File: src/common/sdio_pkg.sv
`default_nettype none

package sdio_pkg;

  // Command frame bit positions, counted from the start bit as 0
  localparam int CMD_BIT_DIR       = 1;
  localparam int CMD_BIT_IDX_START = 2;
  localparam int CMD_BIT_IDX_END   = 7;
  localparam int CMD_BIT_ARG_START = 8;
  localparam int CMD_BIT_ARG_END   = 39;
  localparam int CMD_BIT_CRC_START = 40;
  localparam int CMD_BIT_CRC_END   = 46;
  localparam int CMD_BIT_END       = 47;

  // Response payload between start bit and CRC
  localparam int RSPS_W = 40;

  // CRC widths
  localparam int CRC7_W  = 7;
  localparam int CRC16_W = 16;

  // CRC status token returned on DAT0 after a write block
  localparam logic [2:0] TOKEN_GOOD = 3'b010;
  localparam logic [2:0] TOKEN_BAD  = 3'b101;

  // Byte count width, wide enough for 4096 byte blocks
  localparam int COUNT_W_DEFAULT = 13;

endpackage

`default_nettype wire

File: src/sdio_cmd_phy/sdio_cmd_phy.sv
`default_nettype none

module sdio_cmd_phy
  import sdio_pkg::*;
(
  input  wire               i_sdio_clk,
  input  wire               rst,
  input  wire               i_sdio_cmd_in,
  input  wire               i_rsps_stb,
  input  wire  [RSPS_W-1:0] i_rsps,
  input  wire               i_rsps_fail,
  output logic              o_sdio_cmd_out,
  output logic              o_sdio_cmd_dir,
  output logic              o_cmd_phy_idle,
  output logic              o_cmd_stb,
  output logic              o_cmd_crc_good_stb,
  output logic [5:0]        o_cmd,
  output logic [31:0]       o_cmd_arg,
  output logic              o_rsps_idle
);

  localparam logic [2:0] IDLE               = 3'd0;
  localparam logic [2:0] READ_COMMAND       = 3'd1;
  localparam logic [2:0] RESPONSE_DIR       = 3'd2;
  localparam logic [2:0] WAIT_RESPONSE      = 3'd3;
  localparam logic [2:0] RESPONSE           = 3'd4;
  localparam logic [2:0] RESPONSE_FIRST_CRC = 3'd5;
  localparam logic [2:0] RESPONSE_CRC       = 3'd6;
  localparam logic [2:0] RESPONSE_FINISHED  = 3'd7;

  logic [2:0]        state;
  logic [5:0]        bit_count;
  logic [CRC7_W-1:0] r_crc;
  logic [CRC7_W-1:0] crc;
  logic [RSPS_W-1:0] lcl_rsps;
  logic              crc_bit;
  logic              crc_en;
  logic              crc_clr;
  logic              in_idx;
  logic              in_arg;
  logic              in_crc;

  crc7 u_crc7 (
    .i_sdio_clk (i_sdio_clk),
    .i_clr      (crc_clr),
    .i_en       (crc_en),
    .i_bit      (crc_bit),
    .o_crc      (crc)
  );

  assign o_cmd_phy_idle = (state == IDLE) && i_sdio_cmd_in;

  // Which field of the incoming frame the current bit belongs to
  assign in_idx = (bit_count >= 6'(CMD_BIT_IDX_START)) && (bit_count <= 6'(CMD_BIT_IDX_END));
  assign in_arg = (bit_count >= 6'(CMD_BIT_ARG_START)) && (bit_count <= 6'(CMD_BIT_ARG_END));
  assign in_crc = (bit_count >= 6'(CMD_BIT_CRC_START)) && (bit_count <= 6'(CMD_BIT_CRC_END));

  // While transmitting, feed the bit about to go out so the CRC is ready on time
  assign crc_bit = o_sdio_cmd_dir ? lcl_rsps[RSPS_W-1] : i_sdio_cmd_in;

  // CRC runs from the start bit to the argument end and then holds for the compare
  assign crc_en = ((state == IDLE) && !i_sdio_cmd_in) ||
                  ((state == READ_COMMAND) && (bit_count <= 6'(CMD_BIT_ARG_END))) ||
                  (state == RESPONSE);

  assign crc_clr = rst || (state == RESPONSE_DIR) || ((state == IDLE) && i_sdio_cmd_in);

  // Control FSM
  always_ff @(posedge i_sdio_clk) begin
    if (rst) begin
      state              <= IDLE;
      bit_count          <= '0;
      o_sdio_cmd_out     <= 1'b1;
      o_sdio_cmd_dir     <= 1'b0;
      o_cmd_stb          <= 1'b0;
      o_cmd_crc_good_stb <= 1'b0;
      o_rsps_idle        <= 1'b0;
    end else begin
      o_cmd_stb          <= 1'b0;
      o_cmd_crc_good_stb <= 1'b0;
      bit_count          <= bit_count + 1'b1;

      case (state)
        IDLE: begin
          o_rsps_idle    <= 1'b1;
          o_sdio_cmd_out <= 1'b1;
          o_sdio_cmd_dir <= 1'b0;
          // Start bit is bit 0, so the next sample is bit 1
          bit_count      <= 6'd1;
          if (!i_sdio_cmd_in) begin
            o_rsps_idle <= 1'b0;
            state       <= READ_COMMAND;
          end
        end
        READ_COMMAND: begin
          if (bit_count == 6'(CMD_BIT_END + 1)) begin
            state <= RESPONSE_DIR;
          end
        end
        RESPONSE_DIR: begin
          o_cmd_stb          <= 1'b1;
          o_cmd_crc_good_stb <= (r_crc == crc);
          // Take the line and hold it high until the response starts
          o_sdio_cmd_out     <= 1'b1;
          o_sdio_cmd_dir     <= 1'b1;
          state              <= WAIT_RESPONSE;
        end
        WAIT_RESPONSE: begin
          if (i_rsps_stb) begin
            o_sdio_cmd_out <= 1'b0;
            bit_count      <= '0;
            state          <= RESPONSE;
          end
        end
        RESPONSE: begin
          o_sdio_cmd_out <= lcl_rsps[RSPS_W-1];
          if (bit_count == 6'(RSPS_W - 1)) begin
            state <= RESPONSE_FIRST_CRC;
          end
        end
        RESPONSE_FIRST_CRC: begin
          o_sdio_cmd_out <= crc[CRC7_W-1];
          bit_count      <= '0;
          state          <= RESPONSE_CRC;
        end
        RESPONSE_CRC: begin
          o_sdio_cmd_out <= r_crc[CRC7_W-1];
          if (bit_count == 6'(CRC7_W - 2)) begin
            state <= RESPONSE_FINISHED;
          end
        end
        RESPONSE_FINISHED: begin
          // End bit
          o_sdio_cmd_out <= 1'b1;
          state          <= IDLE;
        end
        default: begin
          state <= IDLE;
        end
      endcase

      // Link gave up on this command so the line is dropped
      if (i_rsps_fail) begin
        state          <= IDLE;
        o_sdio_cmd_out <= 1'b1;
        o_sdio_cmd_dir <= 1'b0;
      end
    end
  end

  // Frame fields and response shift registers
  always_ff @(posedge i_sdio_clk) begin
    case (state)
      READ_COMMAND: begin
        if (in_idx) begin
          o_cmd <= {o_cmd[4:0], i_sdio_cmd_in};
        end
        if (in_arg) begin
          o_cmd_arg <= {o_cmd_arg[30:0], i_sdio_cmd_in};
        end
        if (in_crc) begin
          r_crc <= {r_crc[CRC7_W-2:0], i_sdio_cmd_in};
        end
      end
      WAIT_RESPONSE: begin
        if (i_rsps_stb) begin
          lcl_rsps <= i_rsps;
        end
      end
      RESPONSE: begin
        lcl_rsps <= {lcl_rsps[RSPS_W-2:0], 1'b0};
      end
      RESPONSE_FIRST_CRC: begin
        r_crc <= {crc[CRC7_W-2:0], 1'b0};
      end
      RESPONSE_CRC: begin
        r_crc <= {r_crc[CRC7_W-2:0], 1'b0};
      end
      default: begin
      end
    endcase
  end

  // A response can only start once the line has been turned around
  a_rsps_dir: assert property (@(posedge i_sdio_clk) disable iff (rst)
    ((state == WAIT_RESPONSE) && i_rsps_stb) |-> o_sdio_cmd_dir);

  // The link never sees idle while the device still drives CMD
  a_idle_dir: assert property (@(posedge i_sdio_clk) disable iff (rst)
    o_rsps_idle |-> !o_sdio_cmd_dir);

endmodule

`default_nettype wire

File: src/sdio_data_phy/sdio_data_phy.sv
`default_nettype none

module sdio_data_phy
  import sdio_pkg::*;
#(
  parameter int COUNT_W = COUNT_W_DEFAULT
) (
  input  wire                i_sdio_clk,
  input  wire                rst,
  input  wire                i_activate,
  input  wire                i_write_flag,
  input  wire  [COUNT_W-1:0] i_data_count,
  input  wire                i_data_rd_stb,
  input  wire  [7:0]         i_data_rd_data,
  input  wire  [3:0]         i_sdio_data_in,
  output logic               o_finished,
  output logic               o_data_wr_stb,
  output logic [7:0]         o_data_wr_data,
  output logic               o_data_hst_rdy,
  output logic [3:0]         o_sdio_data_dir,
  output logic [3:0]         o_sdio_data_out
);

  localparam logic [3:0] IDLE     = 4'd0;
  localparam logic [3:0] WR_WAIT  = 4'd1;
  localparam logic [3:0] WR_DATA  = 4'd2;
  localparam logic [3:0] WR_CRC   = 4'd3;
  localparam logic [3:0] WR_END   = 4'd4;
  localparam logic [3:0] WR_GAP   = 4'd5;
  localparam logic [3:0] WR_TOKEN = 4'd6;
  localparam logic [3:0] RD_FETCH = 4'd7;
  localparam logic [3:0] RD_DATA  = 4'd8;
  localparam logic [3:0] RD_CRC   = 4'd9;
  localparam logic [3:0] RD_END   = 4'd10;
  localparam logic [3:0] DONE     = 4'd11;

  logic [3:0]              state;
  logic [COUNT_W-1:0]      bytes_left;
  logic                    phase;
  logic [3:0]              cnt;
  logic [3:0]              rx_hi;
  logic [7:0]              tx_byte;
  logic [7:0]              cur_byte;
  logic [3:0]              tx_nib;
  logic [3:0]              tok_sr;
  logic                    last_byte;
  logic                    crc_ok;
  logic                    crc_clr;
  logic                    crc_en;
  logic [3:0]              crc_bit;
  logic [3:0]              crc_msb;
  logic [3:0][CRC16_W-1:0] lane_crc;

  for (genvar i = 0; i < 4; i++) begin : g_lane
    crc16 u_crc16 (
      .i_sdio_clk (i_sdio_clk),
      .i_clr      (crc_clr),
      .i_en       (crc_en),
      .i_bit      (crc_bit[i]),
      .o_crc      (lane_crc[i])
    );
    assign crc_msb[i] = lane_crc[i][CRC16_W-1];
  end

  assign last_byte = (bytes_left == COUNT_W'(1));

  // Received CRC is run through the generator, a good lane ends at zero
  assign crc_ok = (lane_crc == '0);

  // Next byte arrives live on the high nibble cycle
  assign cur_byte = i_data_rd_stb ? i_data_rd_data : tx_byte;
  assign tx_nib   = phase ? tx_byte[3:0] : cur_byte[7:4];

  assign crc_clr = rst || (state == IDLE);
  assign crc_en  = (state inside {WR_DATA, WR_CRC, RD_DATA, RD_CRC});

  // Feeding the MSB back turns the generator into a plain shifter
  assign crc_bit = (state == RD_DATA) ? tx_nib :
                   (state == RD_CRC)  ? crc_msb : i_sdio_data_in;

  always_ff @(posedge i_sdio_clk) begin
    if (rst) begin
      state           <= IDLE;
      bytes_left      <= '0;
      phase           <= 1'b0;
      cnt             <= '0;
      o_finished      <= 1'b0;
      o_data_wr_stb   <= 1'b0;
      o_data_hst_rdy  <= 1'b0;
      o_sdio_data_dir <= 4'h0;
      o_sdio_data_out <= 4'hF;
    end else begin
      o_finished     <= 1'b0;
      o_data_wr_stb  <= 1'b0;
      o_data_hst_rdy <= 1'b0;

      case (state)
        IDLE: begin
          o_sdio_data_dir <= 4'h0;
          o_sdio_data_out <= 4'hF;
          phase           <= 1'b0;
          cnt             <= '0;
          if (i_activate) begin
            bytes_left <= i_data_count;
            if (i_write_flag) begin
              state <= WR_WAIT;
            end else begin
              // Ask for the first byte right away
              o_data_hst_rdy <= 1'b1;
              state          <= RD_FETCH;
            end
          end
        end
        WR_WAIT: begin
          if (i_sdio_data_in == 4'h0) begin
            state <= WR_DATA;
          end
        end
        WR_DATA: begin
          phase <= !phase;
          if (phase) begin
            o_data_wr_stb <= 1'b1;
            bytes_left    <= bytes_left - 1'b1;
            if (last_byte) begin
              state <= WR_CRC;
            end
          end
        end
        WR_CRC: begin
          cnt <= cnt + 1'b1;
          if (cnt == 4'(CRC16_W - 1)) begin
            cnt   <= '0;
            state <= WR_END;
          end
        end
        WR_END: begin
          state <= WR_GAP;
        end
        WR_GAP: begin
          cnt <= cnt + 1'b1;
          if (cnt == 4'd1) begin
            // Token start bit on DAT0 only
            cnt             <= '0;
            o_sdio_data_dir <= 4'b0001;
            o_sdio_data_out <= 4'b1110;
            state           <= WR_TOKEN;
          end
        end
        WR_TOKEN: begin
          cnt             <= cnt + 1'b1;
          o_sdio_data_out <= {3'b111, tok_sr[3]};
          if (cnt == 4'd3) begin
            state <= DONE;
          end
        end
        RD_FETCH: begin
          if (i_data_rd_stb) begin
            o_sdio_data_dir <= 4'hF;
            o_sdio_data_out <= 4'h0;
            state           <= RD_DATA;
          end
        end
        RD_DATA: begin
          phase           <= !phase;
          o_sdio_data_out <= tx_nib;
          if (!phase && !last_byte) begin
            o_data_hst_rdy <= 1'b1;
          end
          if (phase) begin
            bytes_left <= bytes_left - 1'b1;
            if (last_byte) begin
              state <= RD_CRC;
            end
          end
        end
        RD_CRC: begin
          o_sdio_data_out <= crc_msb;
          cnt             <= cnt + 1'b1;
          if (cnt == 4'(CRC16_W - 1)) begin
            cnt   <= '0;
            state <= RD_END;
          end
        end
        RD_END: begin
          o_sdio_data_out <= 4'hF;
          state           <= DONE;
        end
        DONE: begin
          o_sdio_data_dir <= 4'h0;
          o_sdio_data_out <= 4'hF;
          o_finished      <= 1'b1;
          state           <= IDLE;
        end
        default: begin
          state <= IDLE;
        end
      endcase
    end
  end

  // Byte buffers and token shifter
  always_ff @(posedge i_sdio_clk) begin
    if (i_data_rd_stb) begin
      tx_byte <= i_data_rd_data;
    end
    if (state == WR_DATA) begin
      if (phase) begin
        o_data_wr_data <= {rx_hi, i_sdio_data_in};
      end else begin
        rx_hi <= i_sdio_data_in;
      end
    end
    // Token bits plus the end bit
    if (state == WR_END) begin
      tok_sr <= crc_ok ? {TOKEN_GOOD, 1'b1} : {TOKEN_BAD, 1'b1};
    end else if (state == WR_TOKEN) begin
      tok_sr <= {tok_sr[2:0], 1'b1};
    end
  end

  // The bus cannot pause mid block, so every request is answered at once
  a_rd_answer: assert property (@(posedge i_sdio_clk) disable iff (rst)
    o_data_hst_rdy |=> i_data_rd_stb);

endmodule

`default_nettype wire

File: src/verilog/crc16.sv
`default_nettype none

module crc16
  import sdio_pkg::*;
(
  input  wire                i_sdio_clk,
  input  wire                i_clr,
  input  wire                i_en,
  input  wire                i_bit,
  output logic [CRC16_W-1:0] o_crc
);

  logic fb;

  // CCITT polynomial x^16 + x^12 + x^5 + 1, zero seed
  assign fb = i_bit ^ o_crc[CRC16_W-1];

  always_ff @(posedge i_sdio_clk) begin
    if (i_clr) begin
      o_crc <= '0;
    end else if (i_en) begin
      o_crc <= {o_crc[CRC16_W-2:12], o_crc[11] ^ fb, o_crc[10:5], o_crc[4] ^ fb,
                o_crc[3:0], fb};
    end
  end

endmodule

`default_nettype wire

File: src/verilog/crc7.sv
`default_nettype none

module crc7
  import sdio_pkg::*;
(
  input  wire               i_sdio_clk,
  input  wire               i_clr,
  input  wire               i_en,
  input  wire               i_bit,
  output logic [CRC7_W-1:0] o_crc
);

  logic fb;

  // Polynomial x^7 + x^3 + 1, MSB first
  assign fb = i_bit ^ o_crc[CRC7_W-1];

  always_ff @(posedge i_sdio_clk) begin
    if (i_clr) begin
      o_crc <= '0;
    end else if (i_en) begin
      o_crc <= {o_crc[CRC7_W-2:3], o_crc[2] ^ fb, o_crc[1:0], fb};
    end
  end

endmodule

`default_nettype wire

File: src/verilog/sdio_device_phy.sv
`default_nettype none

module sdio_device_phy
  import sdio_pkg::*;
#(
  parameter int COUNT_W = COUNT_W_DEFAULT
) (
  input  wire                i_sdio_clk,
  input  wire                rst,

  // CMD pad
  input  wire                i_sdio_cmd_in,
  output logic               o_sdio_cmd_out,
  output logic               o_sdio_cmd_dir,

  // Command side of the link
  output logic               o_cmd_phy_idle,
  output logic               o_cmd_stb,
  output logic               o_cmd_crc_good_stb,
  output logic [5:0]         o_cmd,
  output logic [31:0]        o_cmd_arg,
  input  wire                i_rsps_stb,
  input  wire  [RSPS_W-1:0]  i_rsps,
  input  wire                i_rsps_fail,
  output logic               o_rsps_idle,

  // Data side of the link
  input  wire                i_data_activate,
  output logic               o_data_finished,
  input  wire                i_write_flag,
  input  wire  [COUNT_W-1:0] i_data_count,
  output logic               o_data_wr_stb,
  output logic [7:0]         o_data_wr_data,
  input  wire                i_data_rd_stb,
  input  wire  [7:0]         i_data_rd_data,
  output logic               o_data_hst_rdy,

  // DAT pads
  output logic [3:0]         o_sdio_data_dir,
  input  wire  [3:0]         i_sdio_data_in,
  output logic [3:0]         o_sdio_data_out
);

  sdio_cmd_phy u_sdio_cmd_phy (
    .i_sdio_clk         (i_sdio_clk),
    .rst                (rst),
    .i_sdio_cmd_in      (i_sdio_cmd_in),
    .i_rsps_stb         (i_rsps_stb),
    .i_rsps             (i_rsps),
    .i_rsps_fail        (i_rsps_fail),
    .o_sdio_cmd_out     (o_sdio_cmd_out),
    .o_sdio_cmd_dir     (o_sdio_cmd_dir),
    .o_cmd_phy_idle     (o_cmd_phy_idle),
    .o_cmd_stb          (o_cmd_stb),
    .o_cmd_crc_good_stb (o_cmd_crc_good_stb),
    .o_cmd              (o_cmd),
    .o_cmd_arg          (o_cmd_arg),
    .o_rsps_idle        (o_rsps_idle)
  );

  sdio_data_phy #(
    .COUNT_W (COUNT_W)
  ) u_sdio_data_phy (
    .i_sdio_clk      (i_sdio_clk),
    .rst             (rst),
    .i_activate      (i_data_activate),
    .i_write_flag    (i_write_flag),
    .i_data_count    (i_data_count),
    .i_data_rd_stb   (i_data_rd_stb),
    .i_data_rd_data  (i_data_rd_data),
    .i_sdio_data_in  (i_sdio_data_in),
    .o_finished      (o_data_finished),
    .o_data_wr_stb   (o_data_wr_stb),
    .o_data_wr_data  (o_data_wr_data),
    .o_data_hst_rdy  (o_data_hst_rdy),
    .o_sdio_data_dir (o_sdio_data_dir),
    .o_sdio_data_out (o_sdio_data_out)
  );

endmodule

`default_nettype wire
File: config.mk
export PLATFORM = sky130hd
export DESIGN_NAME = sdio_device_phy
export DESIGN_NICKNAME = d
export VERILOG_FILES = /design/src/common/sdio_pkg.sv /design/src/sdio_cmd_phy/sdio_cmd_phy.sv /design/src/sdio_data_phy/sdio_data_phy.sv /design/src/verilog/crc16.sv /design/src/verilog/crc7.sv /design/src/verilog/sdio_device_phy.sv
export SDC_FILE = /design/constraint.sdc
export NUM_CORES = 1
export LEC_CHECK = 0
export BUFFER_PORTS_ARGS = -buffer_cell sky130_fd_sc_hd__buf_4
export CAP_MARGIN = 0
export CORE_UTILIZATION = 62
export CTS_BUF_LIST = sky130_fd_sc_hd__clkbuf_8 sky130_fd_sc_hd__clkbuf_16
export CTS_CLUSTER_SIZE = 25
export DETAILED_ROUTE_END_ITERATION = 12
export GPL_TIMING_DRIVEN = 0
export HOLD_SLACK_MARGIN = 0.08
export PLACE_DENSITY = 0.86
export SETUP_SLACK_MARGIN = 0.05
export SLEW_MARGIN = 0
export SYNTH_ARGS = -nofsm -noshare
export SYNTH_HDL_FRONTEND = slang
export SYNTH_SLANG_ARGS = --single-unit
File: constraint.sdc
create_clock -name i_sdio_clk -period 8.11 [get_ports i_sdio_clk]
set_input_delay 0.811 -clock i_sdio_clk [delete_from_list [all_inputs] [get_ports i_sdio_clk]]
set_output_delay 0.811 -clock i_sdio_clk [all_outputs]
set_load 0.01 [all_outputs]
==> metrics.md, run 1 <==
| Metric | Value |
|---|---|
| Status | complete, no violations |
| Crit path time final | 3010 ps |
| Flop-to-flop setup slack | 5100 ps |
| Initial DRC count | 1,006 |
| Synth Flop Type | dfxtp_1 |
| Crit Path Class | reg -> reg |
| Grt ovf | 0 |
| # diodes | 0 |
| WHS Path Cells | 0 |
| FP Rows | 45 |
| Synth top area share | 32.6% |
| Yosys top cell by area | edfxtp_1 |
| Count of nets after finishing | 1,170 |
| Die height | 126 um |
| Initial antenna violation count | 0 |
| Final setup fails | 0 |
| DRC | 0 |
| Fin. Hold Viols | 0 |
| Routed WL per cell | 17.3 um |
| Largest net degree at the start of global routing | 24 |
| Net Count, Synth | 1,007 |
| Critical Path AT | 3230 ps |
| Synth Area in Compound Gates | 12.4% |
| Sequential fraction of the synthesis area | 57.6% |
| Fmax | 0.332 GHz |
| Final slew viol count | 0 |
| Syn Std Cell Area | 9590 sq um |
| Die area | 16,000 sq um |
| CTS buffer count | 24 |
| Cells after synthesis | 926 |
| Layout cells sized above 1 | 23.8% |
| Endpoint type of the worst setup path | flip-flop |
| CP max FO | 23 |
| Die width | 126 um |
| Synthesis warning total | 0 |
| Register Area | 5530 sq um |
| Core Area | 15,100 sq um |
| Worst IR Drop VDD | 175 uV |
| Async S/R FF share, synth | 0% |
| IO Port Bufs | 135 |
| Slew headroom | 25.6% |
| CTS resizes | 0 |
| Power per Cell Area | 270 nW/um^2 |
| Reg2Reg Depth | 6 |
| Worst EP required | 8320 ps |
| Clk slew on worst S/H paths | 60 ps |
| EDFF count, synth | 104 |
| Largest family of logic cells by synthesized area | simple AND/OR/NAND/NOR gates |
| Area contributors post-synth | edfxtp_1 (33%), dfxtp_1 (25%), nand2_1 (6.3%), mux2_2 (5.6%), a21oi_1 (5.0%) |
| Hold WC Path Type | reg -> reg |
| Most frequent cells in the layout | nand2_1 (161), buf_4 (139), dfxtp_1 (120) |
| Clk Latency, worst-skew pair | 520 ps |
| Layout filler cell count | 973 |
| Post-Route Setup TNS | 0 ps |
| CTS tree | built |
| Vias in the first global route | 7,268 |
| Post-DP HPWL | 15.1 mm |
| Critical hold path startpoint | u_sdio_data_phy.rx_hi[1] |
| Final Cycle Share | 37.1% |
| Area delta synth->final | 21.7% |
| RSZ-0062 raised after global routing | no |
| Vias after detailed routing | 7,730 |
| CTS Sinks | 224 |
| Post-synthesis register bit count | 224 |
| Final WL | 22.4 mm |
| Avg Cell Area, Syn | 10.4 sq um |
| Remaining antenna violation count | 0 |
| Mux contribution to synthesized area | 6.94% |
| Root Driver | clkbuf_16 |
| Commonest non-fill, non-tap cell in the layout | nand2_1 |
| CTS max path bufs | 3 |
| Multi-input logic area | 3740 sq um |
| Synth cell types | 60 |
| Global-route total usage across every layer | 28.4% |
| Adder-Cell Fraction of Synth Area | 1.04% |
| Num ports | 136 |
| Vias per cell | 5.97 |
| Tot Pwr | 3.15 mW |
| FF-to-FF End | u_sdio_cmd_phy.lcl_rsps[15] |
| Global-route wire length before repair | 36.4 mm |
| CTS Hold Bufs | 0 |
| Starting Density | 63.3% |
| XOR/XNOR share of the synthesized area | 2.28% |
| Max cap viols | 0 |
| Post-synthesis simple-gate area fraction | 16.3% |
| Leak | 4.26 nW |
| First-pass iteration count of the detailed router | 7 |
| H-tree levels | 1 |
| CP Launch Type | flip-flop |
| Worst Hold End | u_sdio_data_phy.o_data_wr_data[5] |
| GP Congestion | 0.887 |
| Setup repair bufs after CTS | 0 |
| Clk_skew | 12.2 ps |
| Worst-Margin Slew | 1110 ps |
| R2R Path Start | u_sdio_cmd_phy.state[2] |
logic make-up after synthesis:
group | after synthesis
flip-flops | 224
AO/OA/AOI/OAI | 200
adder cells (fa/ha/maj) | 8
multiplexers | 60
AND/OR/NAND/NOR | 334
buffers and inverters | 75
XOR/XNOR | 25
layout make-up:
type	instances	area share (%)
Timing Repair Buffer	137	9.15
Buffer	56	2.25
Tap cell	188	2.02
Clock buffer	26	5.48
Clock inverter	17	1.15
Sequential cell	224	47.3
Multi-Input combinational cell	627	32.0
Inverter	19	0.611
worst max-delay path by stage:
stage | startpoint | end | cells after the start
after global routing | u_sdio_cmd_phy.state[2] | u_sdio_cmd_phy.lcl_rsps[33] | 6
after floorplan | u_sdio_cmd_phy.state[2] | u_sdio_cmd_phy.lcl_rsps[0] | 5
after detailed placement | u_sdio_cmd_phy.state[2] | u_sdio_cmd_phy.lcl_rsps[24] | 6
after global placement | u_sdio_cmd_phy.state[2] | u_sdio_cmd_phy.lcl_rsps[24] | 5
final | u_sdio_cmd_phy.state[2] | u_sdio_cmd_phy.lcl_rsps[15] | 6
after CTS | u_sdio_cmd_phy.state[2] | u_sdio_cmd_phy.lcl_rsps[17] | 6
cells in the mapped netlist, types with 6 or more instances:
master,number
nand4_1,11
o21ai_0,50
nor2_1,62
mux2i_1,11
inv_1,19
xor2_1,6
clkbuf_1,31
xnor2_1,19
nand3_1,13
nor4_1,20
mux2_2,48
a211oi_1,6
nand2b_1,14
dfxtp_1,120
a22oi_1,9
ha_1,8
buf_2,18
nor3_1,19
nor2b_1,9
nand2_1,161
a21oi_1,95
edfxtp_1,104
critical path: stages (launching register included):
cell	delay, ps
dfxtp_1	310
clkbuf_1	330
inv_1	190
nor3_1	750
buf_2	390
nand2b_2	500
buf_16	240
per-layer routing:
metal	global-route usage [%]	vias to the layer above	share of wire (%)
li1	-	3644	-
met1	36.9	3631	41
met2	46.5	386	47
met3	6.03	69	8.1
met4	11.5	0	3.5
met5	0	-	0
registers in the layout, indices dropped and copies added (netlist names), 2 cells and up:
signal                                count
u_sdio_data_phy.state                     4
u_sdio_data_phy.rx_hi                     4
u_sdio_cmd_phy.state                      3
u_sdio_data_phy.o_sdio_data_out           4
u_sdio_data_phy.cnt                       4
u_sdio_cmd_phy.bit_count                  6
u_sdio_cmd_phy.lcl_rsps                  40
u_sdio_data_phy.o_data_wr_data            8
u_sdio_data_phy.g_lane.u_crc16.o_crc     64
u_sdio_cmd_phy.r_crc                      7
u_sdio_data_phy.o_sdio_data_dir           2
u_sdio_data_phy.tx_byte                   8
u_sdio_cmd_phy.u_crc7.o_crc               7
u_sdio_data_phy.bytes_left               13
u_sdio_cmd_phy.o_cmd                      6
u_sdio_cmd_phy.o_cmd_arg                 32
u_sdio_data_phy.tok_sr                    3
through the flow:
step	cells	worst slack, ps	hold slack (ps)	util [%]	instance area (sq um)
6_report	1294	5100	419	77.1	11700
5_1_grt	1294	4920	431	77.1	11700
2_1_floorplan	926	5440	400	-	9590
3_5_place_dp	1251	5060	407	72.0	10900
3_3_place_gp	1249	4280	402	71.6	10800
4_1_cts	1294	5040	419	77.1	11700
where the power goes:
group          leakage, nW  switching [mW]  internal (mW)
registers             1.91          0.0591           1.25
logic                 1.95           0.524          0.265
clock network        0.404           0.428          0.630
total                 4.26            1.01           2.14
Power figures use the tool's default switching activity.
==> run 2, diff against run 1 <==
- CORE_UTILIZATION: 62 -> 52
- PLACE_DENSITY: 0.86 -> 0.77
- clock period: 8.11 -> 2.45 ns (I/O delays scaled with it)
==> run 2 against run 1 <==
Sequential cell count unchanged. Via count down 0.14%. Largest cell class unchanged. First-iteration DRC count shrank 43%. Routed wire length is 1.8% higher. Cell area rose by 5.0%. Clock skew up 10 ps. Worst hold slack worse by 330 ps.
==> metrics.md, run 2 (synthesis gave the netlist of run 1 again) <==
| Metric | Value |
|---|---|
| Critical Path AT | 2600 ps |
| Top Layer Used | met4 |
| Die width | 138 um |
| Crit path time final | 2210 ps |
| Setup repair bufs after CTS | 0 |
| Final setup fails | 0 |
| Biggest register | u_sdio_data_phy.g_lane.u_crc16.o_crc |
| Commonest non-fill, non-tap cell in the layout | nand2_1 |
| Fmax | 0.453 GHz |
| Worst IR Drop VDD | 556 uV |
| Most frequent cells in the layout | nand2_1 (161), buf_4 (139), dfxtp_1 (120) |
| Hold WC Path Type | in -> reg |
| FP Rows | 49 |
| Die height | 138 um |
| Inst Count DP | 1,290 |
| Max FFs per register | 64 |
| CP max FO | 5 |
| Post-DP HPWL | 15.3 mm |
| Met3 wire length | 1.40 mm |
| Vias after detailed routing | 7,719 |
| Clk_skew | 22.4 ps |
| Worst-Margin Slew | 1120 ps |
| CTS Sinks | 224 |
| Slew headroom | 24.8% |
| Starting Density | 53.2% |
| # diodes | 0 |
| Vias in the first global route | 7,309 |
| Final WL | 22.8 mm |
| WHS Path Cells | 3 |
| Routed WL per cell | 16.4 um |
| Initial antenna violation count | 0 |
| Layout cells sized above 1 | 22.6% |
| CP Launch Type | flip-flop |
| CTS tree | built |
| DR WL met2 | 11.2 mm |
| CTS buffer count | 23 |
| RSZ-0062 raised after global routing | no |
| Final Cycle Share | 90.1% |
| Largest net degree at the start of global routing | 33 |
| Grt ovf | 0 |
| Top flop regs | u_sdio_data_phy.g_lane.u_crc16.o_crc: 64 flops, u_sdio_cmd_phy.lcl_rsps: 40 flops, u_sdio_cmd_phy.o_cmd_arg: 32 flops |
| Core Area | 18,000 sq um |
| Final instance area | 12,300 sq um |
| Crit Path Class | reg -> reg |
| Area delta synth->final | 27.8% |
| Reg2Reg Depth | 7 |
| IO Port Bufs | 135 |
| Remaining antenna violation count | 0 |
| GP Congestion | 0.892 |
| Status | complete, no violations |
| First-pass iteration count of the detailed router | 7 |
| Initial DRC count | 573 |
| Vias per cell | 5.56 |
| Endpoint type of the worst setup path | flip-flop |
| Clk Latency, worst-skew pair | 510 ps |
| Leak | 4.47 nW |
| DRC | 0 |
| Power per Cell Area | 851 nW/um^2 |
| Worst EP required | 2840 ps |
| Final slew viol count | 0 |
| Num ports | 136 |
| Non-filler cells, final | 1,388 |
| Global-route total usage across every layer | 24.2% |
| Root Driver | clkbuf_16 |
| Global-route wire length before repair | 36.1 mm |
| Placed Area | 10,900 sq um |
| Die area | 19,000 sq um |
| Routed length on met1 | 9.81 mm |
| H-tree levels | 1 |
| CTS max path bufs | 3 |
| Max cap viols | 0 |
| Count of nets after finishing | 1,225 |
| Fin. Hold Viols | 0 |
| Clk slew on worst S/H paths | 60 ps |
-- run 2: changes by cell type in the layout (fill, tap and decap cells not counted), sizes merged --
cell         delta
buf             -2
clkinvlp        -2
inv             -2
clkbuf          +2
nand2b          +1
dlygate4sd3    +57
clkinv          -1
-- run 2: stage by stage --
stage               setup WS, ps  util (%)  power, mW  hold WS [ps]  TNS, ps
floorplan                    235         -       6.20           324        0
global placement            -616      60.5       6.87           401   -24890
CTS                          176      67.9       10.4          81.5        0
global route                81.7      68.0       10.9          91.1        0
detailed placement          -582      60.5       6.91           407   -23210
finish                       242      68.0       10.4          88.6        0
-- run 2: worst paths after layout --
| kind | from | to | slack [ps] |
|---|---|---|---|
| max | u_sdio_data_phy.bytes_left[1] | u_sdio_data_phy.state[2] | 240 |
| min | i_data_count[1] | u_sdio_data_phy.bytes_left[1] | 90 |
| max reg2reg | u_sdio_data_phy.bytes_left[1] | u_sdio_data_phy.state[2] | 240 |
| min reg2reg | u_sdio_data_phy.rx_hi[1] | u_sdio_data_phy.o_data_wr_data[5] | 420 |
-- run 2: layout make-up --
| cell class | count | area [sq um] |
|---|---|---|
| multi-input cells | 628 | 3780 |
| flip-flops and latches | 224 | 5530 |
| clock buffers | 28 | 644 |
| well taps | 229 | 287 |
| repair buffers | 192 | 1580 |
| fillers | 1392 | 5770 |
| inverters | 19 | 71.3 |
| plain buffers | 56 | 263 |
| clock inverters | 12 | 104 |
-- run 2: what timing repair did --
item                       4_1_cts  5_1_grt
gates resized for setup          3        3
hold buffers                    57        0
gates cloned                     1        0
hold endpoints to repair        69        0
setup endpoints to repair       78       48
-- run 2: worst max-delay path, stage by stage, from the launching register on --
cell,delay [ps]
dfxtp_1,320
inv_1,90
ha_1,140
nor4b_1,430
nand4_1,220
a21oi_1,270
o211ai_1,250
o41ai_1,380
-- run 2: layer usage --
layer  GRT usage [%]  vias to the layer above
met2            41.4                      254
met3            3.68                       33
met5               0                        -
met1            32.0                     3697
met4            6.58                        0
li1                -                     3735
-- run 2: where the power goes --
| part | total [mW] | switching [mW] | internal [mW] |
|---|---|---|---|
| clock network | 3.45 | 1.39 | 2.06 |
| registers | 4.31 | 0.175 | 4.13 |
| logic | 2.67 | 1.73 | 0.940 |
